<file path="config.mk">
export PLATFORM = sky130hd
export DESIGN_NAME = alu_top
export DESIGN_NICKNAME = d
export VERILOG_FILES = /design/src/alu_pkg.sv /design/src/alu_shifter.sv /design/src/alu_arith_logic.sv /design/src/alu_result_stage.sv /design/src/alu_top.sv
export SDC_FILE = /design/constraint.sdc
export NUM_CORES = 1
export LEC_CHECK = 0
export ABC_CLOCK_PERIOD_IN_PS = 8200
export BUFFER_PORTS_ARGS = -buffer_cell sky130_fd_sc_hd__buf_2
export CORE_AREA = 2 2 165 167
export CTS_CLUSTER_SIZE = 8
export DETAILED_ROUTE_END_ITERATION = 10
export DIE_AREA = 0 0 167 169
export MAX_ROUTING_LAYER = met4
export SYNTH_ARGS = -nofsm -noshare
export SYNTH_HDL_FRONTEND = slang
export SYNTH_HIERARCHICAL = 1
export SYNTH_SLANG_ARGS = --single-unit
</file>
<file path="constraint.sdc">
create_clock -name clk -period 8.2 [get_ports clk]
set_clock_uncertainty 0.15 [all_clocks]
set_input_delay 1.64 -clock clk [delete_from_list [all_inputs] [get_ports clk]]
set_output_delay 1.64 -clock clk [all_outputs]
set_load 0.01 [all_outputs]
</file>
<file path="src/alu_pkg.sv">
`default_nettype none

package alu_pkg;

    // ****************************************
    // Widths
    // ****************************************

    localparam int xlen    = 32;
    localparam int shamt_w = 5;     // Shift amount is taken from the low bits of operand b

    // ****************************************
    // Operation codes
    // ****************************************

    typedef enum logic [3:0] {
        op_add  = 4'h0,
        op_sub  = 4'h1,
        op_sll  = 4'h2,
        op_slt  = 4'h3,
        op_sltu = 4'h4,
        op_xor  = 4'h5,
        op_srl  = 4'h6,
        op_sra  = 4'h7,
        op_or   = 4'h8,
        op_and  = 4'h9
    } alu_op_e;

    // ****************************************
    // Request and response
    // ****************************************

    typedef struct packed {
        alu_op_e         op;
        logic [xlen-1:0] operand_a;
        logic [xlen-1:0] operand_b;
    } alu_req_t;

    typedef struct packed {
        logic [xlen-1:0] result;
        logic            zero;      // High exactly when result is all zeros
    } alu_resp_t;

    // The three operations served by the shift unit
    function automatic logic is_shift(input alu_op_e op);
        return (op == op_sll) || (op == op_srl) || (op == op_sra);
    endfunction

endpackage

`default_nettype wire

</file>
<file path="src/alu_shifter.sv">
`timescale 1ns/1ns
`default_nettype none

module alu_shifter (
    input  alu_pkg::alu_req_t         req,
    output logic [alu_pkg::xlen-1:0]  shift_result
);

    // Mirrors a word end for end so the right-shift network can shift left too
    function automatic logic [alu_pkg::xlen-1:0] reverse_bits(
        input logic [alu_pkg::xlen-1:0] value
    );
        logic [alu_pkg::xlen-1:0] mirrored;
        for (int i = 0; i < alu_pkg::xlen; i++) begin
            mirrored[i] = value[alu_pkg::xlen-1-i];
        end
        return mirrored;
    endfunction

    // ****************************************
    // Operand preparation
    // ****************************************

    logic                                          shift_left;
    logic                                          fill_bit;
    logic [alu_pkg::shamt_w-1:0]                   shamt;
    logic [alu_pkg::xlen-1:0]                      shift_in;
    logic [alu_pkg::shamt_w:0][alu_pkg::xlen-1:0]  stage;
    logic [alu_pkg::xlen-1:0]                      shift_out;

    assign shift_left = (req.op == alu_pkg::op_sll);
    assign shamt      = req.operand_b[alu_pkg::shamt_w-1:0];

    // Only an arithmetic right shift drags the sign bit in from the top
    assign fill_bit = (req.op == alu_pkg::op_sra) ? req.operand_a[alu_pkg::xlen-1] : 1'b0;

    assign shift_in = shift_left ? reverse_bits(req.operand_a) : req.operand_a;

    // ****************************************
    // Logarithmic right-shift network
    // ****************************************

    // Stage i moves the word right by 2**i places when bit i of the amount is set,
    // so five stages cover every amount from 0 to 31
    assign stage[0] = shift_in;

    for (genvar i = 0; i < alu_pkg::shamt_w; i++) begin : g_stage
        assign stage[i+1] = shamt[i]
                          ? {{(2**i){fill_bit}}, stage[i][alu_pkg::xlen-1:2**i]}
                          : stage[i];
    end

    assign shift_out = stage[alu_pkg::shamt_w];

    // ****************************************
    // Result
    // ****************************************

    // A left shift was done mirrored, so mirror it back on the way out
    assign shift_result = shift_left ? reverse_bits(shift_out) : shift_out;

endmodule

`default_nettype wire

</file>
<file path="src/alu_arith_logic.sv">
`timescale 1ns/1ns
`default_nettype none

module alu_arith_logic (
    input  alu_pkg::alu_req_t         req,
    output logic [alu_pkg::xlen-1:0]  arith_result
);

    logic [alu_pkg::xlen-1:0] a;
    logic [alu_pkg::xlen-1:0] b;

    assign a = req.operand_a;
    assign b = req.operand_b;

    // ****************************************
    // Shared adder
    // ****************************************

    logic                     subtract;
    logic [alu_pkg::xlen-1:0] b_in;
    logic [alu_pkg::xlen:0]   sum;          // One extra bit holds the carry out
    logic                     carry_out;
    logic [alu_pkg::xlen-1:0] sum_word;

    // Subtraction and both compares work on a - b, formed as a + ~b + 1
    assign subtract = (req.op == alu_pkg::op_sub)
                   || (req.op == alu_pkg::op_slt)
                   || (req.op == alu_pkg::op_sltu);

    assign b_in = subtract ? ~b : b;

    assign sum = {1'b0, a} + {1'b0, b_in} + {{alu_pkg::xlen{1'b0}}, subtract};

    assign carry_out = sum[alu_pkg::xlen];
    assign sum_word  = sum[alu_pkg::xlen-1:0];

    // ****************************************
    // Comparisons
    // ****************************************

    logic sign_a;
    logic sign_b;
    logic less_signed;
    logic less_unsigned;

    assign sign_a = a[alu_pkg::xlen-1];
    assign sign_b = b[alu_pkg::xlen-1];

    // With mixed signs the difference can overflow, so the negative operand is the smaller
    assign less_signed = (sign_a != sign_b) ? sign_a : sum_word[alu_pkg::xlen-1];

    // No carry out of a + ~b + 1 means a borrow was needed
    assign less_unsigned = ~carry_out;

    // ****************************************
    // Result select
    // ****************************************

    always_comb begin
        unique case (req.op)
            alu_pkg::op_add,
            alu_pkg::op_sub:  arith_result = sum_word;
            alu_pkg::op_slt:  arith_result = {{(alu_pkg::xlen-1){1'b0}}, less_signed};
            alu_pkg::op_sltu: arith_result = {{(alu_pkg::xlen-1){1'b0}}, less_unsigned};
            alu_pkg::op_xor:  arith_result = a ^ b;
            alu_pkg::op_or:   arith_result = a | b;
            alu_pkg::op_and:  arith_result = a & b;
            default:          arith_result = sum_word;  // Shift ops, taken by the shifter
        endcase
    end

endmodule

`default_nettype wire

</file>
<file path="src/alu_result_stage.sv">
`timescale 1ns/1ns
`default_nettype none

module alu_result_stage (
    input  logic                      clk,
    input  logic                      rst,
    input  logic                      req_valid,
    input  alu_pkg::alu_op_e          op,
    input  logic [alu_pkg::xlen-1:0]  shift_result,
    input  logic [alu_pkg::xlen-1:0]  arith_result,
    output logic                      resp_valid,
    output alu_pkg::alu_resp_t        resp
);

    // ****************************************
    // Path select and zero flag
    // ****************************************

    logic [alu_pkg::xlen-1:0] selected;
    logic                     zero;

    assign selected = alu_pkg::is_shift(op) ? shift_result : arith_result;
    assign zero     = (selected == '0);

    // ****************************************
    // Response register
    // ****************************************

    // One cycle of latency, and a new request may arrive on every edge
    always_ff @(posedge clk) begin
        if (rst) begin
            resp_valid <= 1'b0;
            resp       <= '0;
        end else begin
            resp_valid <= req_valid;
            if (req_valid) begin
                resp.result <= selected;
                resp.zero   <= zero;
            end                          // Otherwise the last response is held
        end
    end

endmodule

`default_nettype wire

</file>
<file path="src/alu_top.sv">
`timescale 1ns/1ns
`default_nettype none

module alu_top (
    input  logic                 clk,
    input  logic                 rst,
    input  logic                 req_valid,
    input  alu_pkg::alu_req_t    req,
    output logic                 resp_valid,
    output alu_pkg::alu_resp_t   resp
);

    logic [alu_pkg::xlen-1:0] shift_result;
    logic [alu_pkg::xlen-1:0] arith_result;

    // Both units see the request at once and work side by side
    alu_shifter u_shifter (
        .req          (req),
        .shift_result (shift_result)
    );

    alu_arith_logic u_arith_logic (
        .req          (req),
        .arith_result (arith_result)
    );

    // Picks one of the two results and registers it
    alu_result_stage u_result_stage (
        .clk          (clk),
        .rst          (rst),
        .req_valid    (req_valid),
        .op           (req.op),
        .shift_result (shift_result),
        .arith_result (arith_result),
        .resp_valid   (resp_valid),
        .resp         (resp)
    );

endmodule

`default_nettype wire

</file>
Yosys cells after proc, flatten, opt, wreduce, memory -nomap -nowiden
Index checks and enable logic that the tools add are counted.
{ "op_classes": {"n_addsub": 2, "bitwise": 5, "n_eq_ne": 10, "reduce_logical": 5, "n_mux": 12} }
{ "ops": {"columns": ["operator", "count"], "rows": [
  ["two-way mux 32 bit", 9],
  ["case mux 32 bit (5 select lines)", 1],
  ["adder 32 x 32 -> 33 bit", 1],
  ["adder 33 x 1 -> 33 bit", 1],
  ["AND 32 bit", 1],
  ["zero test 32 bit", 1],
  ["NOT 32 bit", 1],
  ["OR 32 bit", 1],
  ["bitwise XOR 32 bit", 1],
  ["== test 4 x 3 -> 1 bit, second input constant", 4],
  ["== test 4 x 2 -> 1 bit, second input constant", 2],
  ["== test 4 bit, second input constant", 2],
  ["== test 4 x 1 -> 1 bit, second input constant", 1],
  ["logical OR 1 bit", 4],
  ["two-way mux 1 bit", 2],
  ["inequality test 1 bit", 1],
  ["NOT 1 bit", 1]
]} }
{ "word_totals": {"ff_bits": 34, "out_inout_bits": 34, "input_bits": 71, "word_cells": 37} }

Logic depth before layout (Yosys ltp)
{ "depth": {"depth_word": 10, "mapped_depth": 21, "ltp_nobuf": 18} }

By module
Netlist, hierarchy kept.
{ "modules_own_cells": {"columns": ["module", "area_each_um2", "cells_each", "instances", "seq_area_each_um2"], "rows": [
  ["alu_arith_logic", 3828.7, 542, 1, 0.0],
  ["alu_shifter", 2819.0, 344, 1, 0.0],
  ["alu_result_stage", 1669.1, 178, 1, 680.7]
]} }

Least setup slack after synthesis
No wires, ideal clock.
{ "synth_timing": {"path_kind": "in2reg", "startpoint": "input req[66] in the netlist's numbering", "endpoint": "register, netlist name u_result_stage/resp[0]", "setup_time_ns": 0.060, "cell_stages": 20, "slack_ns": 2.467, "arrival_time_ns": 5.523, "cell_sequence": "buf_4 -> nor2b_2 -> a21oi_1 -> nor2_1 -> buf_1 -> xnor2_1 -> fa_1 -> a21o_1 -> a221o_2 -> o311ai_2 -> o22ai_1 -> a211o_1 -> a21o_1 -> a21oi_2 -> xor2_1 -> o21ai_1 -> nor4_1 -> nand4_1 -> o22ai_1 -> a32o_1"} }
{ "synth_between": {"word_cells_on_any_way": 29, "classes_between": "add/sub: 2; eq/ne: 9; mux: 12; bitwise: 1; reduce/logical: 5"} }
{ "synth_rtl": {"columns": ["element", "line", "rtl"], "rows": [
  ["from (decl)", "alu_top.sv:8", "input alu_pkg::alu_req_t req,"],
  ["== test 4 x 1 -> 1 bit / == test 4 x 2 -> 1 bit (equally long branches)", "alu_arith_logic.sv:26, alu_arith_logic.sv:27, alu_arith_logic.sv:60", null],
  ["logical OR 1 bit", "alu_arith_logic.sv:27", "|| (req.op == alu_pkg::op_slt)"],
  ["logical OR 1 bit", "alu_arith_logic.sv:28", "|| (req.op == alu_pkg::op_sltu);"],
  ["two-way mux 32 bit", "alu_arith_logic.sv:30", "assign b_in = subtract ? ~b : b;"],
  ["adder 32 x 32 -> 33 bit", "alu_arith_logic.sv:32", "assign sum = {1'b0, a} + {1'b0, b_in} + {{alu_pkg::xlen{1'b0}}, subtract};"],
  ["adder 33 x 1 -> 33 bit", "alu_arith_logic.sv:32", null],
  ["case mux 32 bit (5 select lines) *", "alu_arith_logic.sv:60", "unique case (req.op)"],
  ["net arith_result (one bit)", "alu_top.sv:14", "logic [alu_pkg::xlen-1:0] arith_result;"],
  ["two-way mux 32 bit *", "alu_result_stage.sv:22", "assign selected = alu_pkg::is_shift(op) ? shift_result : arith_result;"],
  ["zero test 32 bit *", "alu_result_stage.sv:23", "assign zero = (selected == '0);"]
]} }
The timed path passes the listed nets; every way through them passes the cells marked *.
A chain may end at the register's enable or synchronous reset.

Worst setup path after layout
{ "layout_timing": {"startpoint": "input req[64] in the netlist's numbering", "endpoint": "register, netlist name u_result_stage/resp[0]"} }
{ "layout_between": {"elab_chain_cells": 10, "word_cells_on_any_way": 29, "classes_between": "add/sub: 2; eq/ne: 9; mux: 12; bitwise: 1; reduce/logical: 5"} }
{ "layout_rtl": {"columns": ["element", "line"], "rows": [
  ["== test 4 x 1 -> 1 bit / == test 4 x 2 -> 1 bit (equally long branches)", "alu_arith_logic.sv:26, alu_arith_logic.sv:27, alu_arith_logic.sv:60"],
  ["logical OR 1 bit", "alu_arith_logic.sv:27"],
  ["logical OR 1 bit", "alu_arith_logic.sv:28"],
  ["two-way mux 32 bit", "alu_arith_logic.sv:30"],
  ["adder 32 x 32 -> 33 bit", "alu_arith_logic.sv:32"],
  ["adder 33 x 1 -> 33 bit", "alu_arith_logic.sv:32"],
  ["two-way mux 1 bit / NOT 1 bit (equally long branches)", "alu_arith_logic.sv:50, alu_arith_logic.sv:53"],
  ["case mux 32 bit (5 select lines) *", "alu_arith_logic.sv:60"],
  ["net arith_result (one bit)", "alu_top.sv:14"],
  ["two-way mux 32 bit *", "alu_result_stage.sv:22"],
  ["zero test 32 bit *", "alu_result_stage.sv:23"]
]} }
Marked as above.

==> summary.md <==
| Metric | Value |
|---|---|
| Final setup vio count | `0` |
| Starting Density | `31.4%` |
| Worst hold path class | `reg2reg` |
| Total setup buffers inserted after CTS | `0` |
| Synth top area cells | `ha_1, dfxtp_1, mux2i_1` |
| DIE HEIGHT | `around 170 um` |
| Vias per inst | `roughly 6` |
| Vias in the first global route | `7867` |
| Post-synthesis async set-or-reset flop share | `0%` |
| PostCTS Resize Cnt | `0` |
| Final Hold Viols | `0` |
| Tmin final | `about 6000 ps` |
| Status | `finished clean` |
| Max-cap violations | `0` |
| Syn_area_per_cell | `slightly below 8 um^2` |
| DP HPWL | `about 24000 um` |
| Global-route wire length before repair | `between 40000 and 50000 um` |
| Mux cell area share after synthesis | `19.3%` |
| Post-DRT Antenna Nets | `0` |
| DRC viols | `0` |
| I/O Buffers | `about 100` |
| Layout Nets | `about 1300` |
| Row count | `60` |
| Largest net degree at the start of global routing | `69` |
| Via count of the routed design | `about 8600` |
| Fmax | `between 150 and 200 MHz` |
| Clock transition at path regs | `~50 ps` |
| Yosys warnings | `6` |
| Worst Path Max Fanout | `17` |
| Compound-cell area share of the yosys netlist | `26.6%` |
| GRT Overall Usage | `a little over a fifth` |
| Post-synth top flop | `dfxtp_1` |
| Yosys cell types | `82` |
| Post-synthesis cell count | `1064` |
| Reg2Reg Setup Slack | `about 7300 ps` |
| CTS tree | `done` |
| Post-synth EDFFs | `0` |
| Max-slew headroom | `a little under two fifths` |
| CTS Root Cell | `clkbuf_16` |
| Synth area leader | `ha_1` |
| Leak | `4.16 nW` |
| Power Dens Cells | `around 120 nW/um^2` |
| Sequential share of the synthesized area | `a little over 8%` |
| CTS Buf Count | `5` |
| CTS Hold Bufs | `0` |
| Routed wire per std cell | `between 20 and 25 um` |
| Post-Synth XOR/XNOR Area | `6.54%` |
| RSZ-0062 raised after global routing | `false` |
| WL final | `30400 um` |
| Synthesized flop and latch total | `34` |
| Crit start category | `input pin` |
| Core Region | `26500 um^2` |
| Clk sinks | `34` |
| CP endpoint kind | `register` |
| Die Wd | `about 170 um` |
| Clock latency on the worst-skew pair | `270 ps` |
| Initial antenna violation count | `0` |
| Max Slew Vio Count | `0` |
| Synthesized-area fraction occupied by and/or/nand/nor cells | `between 10% and 20%` |
| WS Path Type | `in2reg` |
| Post-synth design cell area | `just over 8000 um^2` |
| Main combinational cell family by area after synthesis | `compound AO/OA/AOI/OAI gates` |
| CTS Buffer Depth | `2` |
| Setup_tns | `0 ps` |
| Max VDD drop | `0.000223 V` |
| DRT Pass-1 Iters | `6` |
| Placed Instances | `1445` |
| Worst Tran Pin Value | `approximately 930 ps` |
| Synth top area share | `between 10% and 20%` |
| Die ar. | `28200 um^2` |
| Iter 0 DRT Violations | `928` |
| GR Overflow Total | `0` |
| Pwr Total | `between 0.001 and 0.0015 W` |
| CP arrival | `slightly above 6000 ps` |
| H-tree Lvls | `2` |
| Gpl congestion | `about 0.96` |
| Ant diodes | `0` |
| WP data required | `roughly 8300 ps` |
| Area Growth Syn to Fin | `9.33%` |
| Synth Area in Adders | `approximately 15%` |
| Post-Syn Nets | `roughly 1200` |
| Num ports | `roughly 110` |
| Post-Layout Cell Count | `between 1000 and 1500` |
| Fraction of layout cells with a size suffix above 1 | `16.3%` |
| Tcrit/Tclk final | `73.3%` |
cell type report:
cell class,count,area [um^2]
fillers,2818,17400
inverters,82,308
flip-flops and latches,34,681
repair buffers,115,603
multi-input cells,873,6940
clock buffers,5,125
well taps,341,427
clock inverters,2,10.0
worst max-delay path, stage by stage:
cell and delay (ps):
buf_2 160, nor2_2 200, a21oi_1 130, nor2_4 470, buf_4 410, xnor2_1 110, ha_1 360, nand4_1 110
a21oi_1 120, o21ai_0 130, o21ai_1 230, nand3_1 220, o211ai_1 470, a221oi_1 170, a211oi_1 240, o41ai_2 150
nor4_1 260, nand4_1 130, o22ai_1 160, a32o_1 170
power by group:
| group | total (W) | switching (W) | leakage, nW | internal, W |
|---|---|---|---|---|
| clock network | 0.000171 | 0.0000613 | 0.0694 | 0.000109 |
| registers | 0.000193 | 0.00000959 | 0.282 | 0.000183 |
| logic | 0.000718 | 0.000451 | 3.81 | 0.000267 |
placed cells by master (no fill, tap or decap), drive strengths merged, types with 21 or more instances in the layout:
cell / Yosys / final
a221oi: 34 / 34
inv: 81 / 81
nand2: 69 / 69
a21oi: 47 / 47
ha: 95 / 95
xnor2: 46 / 46
a21o: 21 / 21
mux2i: 63 / 63
mux4: 36 / 36
a211oi: 42 / 42
nor2: 122 / 122
o21ai: 70 / 70
buf: 27 / 115
dfxtp: 34 / 34
cell families (layout without fill, tap and decap cells):
| family | after synthesis | in the layout |
|---|---|---|
| AO/OA/AOI/OAI | 319 | 319 |
| AND/OR/NAND/NOR | 288 | 288 |
| buffers and inverters | 157 | 204 |
| multiplexers | 110 | 110 |
| adder cells (fa/ha/maj) | 96 | 96 |
| XOR/XNOR | 60 | 60 |
| flip-flops | 34 | 34 |
per-stage QoR:
stage	utilization (%)	instance area, um^2	setup slack (ps)	hold slack, ps
2_1_floorplan	-	8320	2470	355
3_3_place_gp	33.8	8960	2060	323
3_5_place_dp	33.8	8960	1960	324
4_1_cts	34.3	9090	2230	331
5_1_grt	34.3	9090	1780	358
6_report	34.3	9090	2190	329
final timing paths:
| path | from | endpoint | cells past startpoint |
|---|---|---|---|
| max reg2reg | u_result_stage/resp[25] | u_result_stage/resp[25] | 2 |
| min reg2reg | u_result_stage/resp[27] | u_result_stage/resp[27] | 2 |
| min | u_result_stage/resp[27] | u_result_stage/resp[27] | 2 |
| max | req[64] | u_result_stage/resp[0] | 20 |
synth_stat cells (4+ instances only):
cell type / number
nor3_1: 9
nand2_1: 69
o21ai_0: 51
nor2_1: 120
mux4_2: 28
buf_6: 4
o221ai_1: 5
buf_1: 12
mux4_1: 8
nand3_1: 18
dfxtp_1: 34
and2_1: 5
clkbuf_1: 43
nand2b_1: 10
a221o_1: 5
nand4_1: 6
nor4_1: 18
a221oi_1: 34
o32ai_1: 4
a211oi_1: 41
o211ai_1: 9
ha_1: 95
and3_1: 7
mux2_2: 8
buf_4: 4
o31ai_1: 5
xnor2_1: 45
o22ai_1: 14
a31oi_1: 9
a21oi_1: 46
o21ai_1: 19
nor2b_1: 5
inv_1: 81
a21o_1: 20
mux2i_1: 63
xor2_1: 14
a22oi_1: 20
buf_12: 4
a22o_1: 4
per-layer routing:
layer  part of all wire, %  vias to the layer above  track usage (%)
met1                    46                     4076             29.4
met5                     0                        -                -
met4                   2.6                        0             5.58
met3                   7.0                       46             2.67
li1                      -                     4081                -
met2                    44                      401             32.4
flip-flops by register name, summed over array words and instances, names as in the netlist:
| register | count |
|---|---|
| u_result_stage/resp | 33 |
| u_result_stage/resp_valid | 1 |
Power figures use the tool's default switching activity.
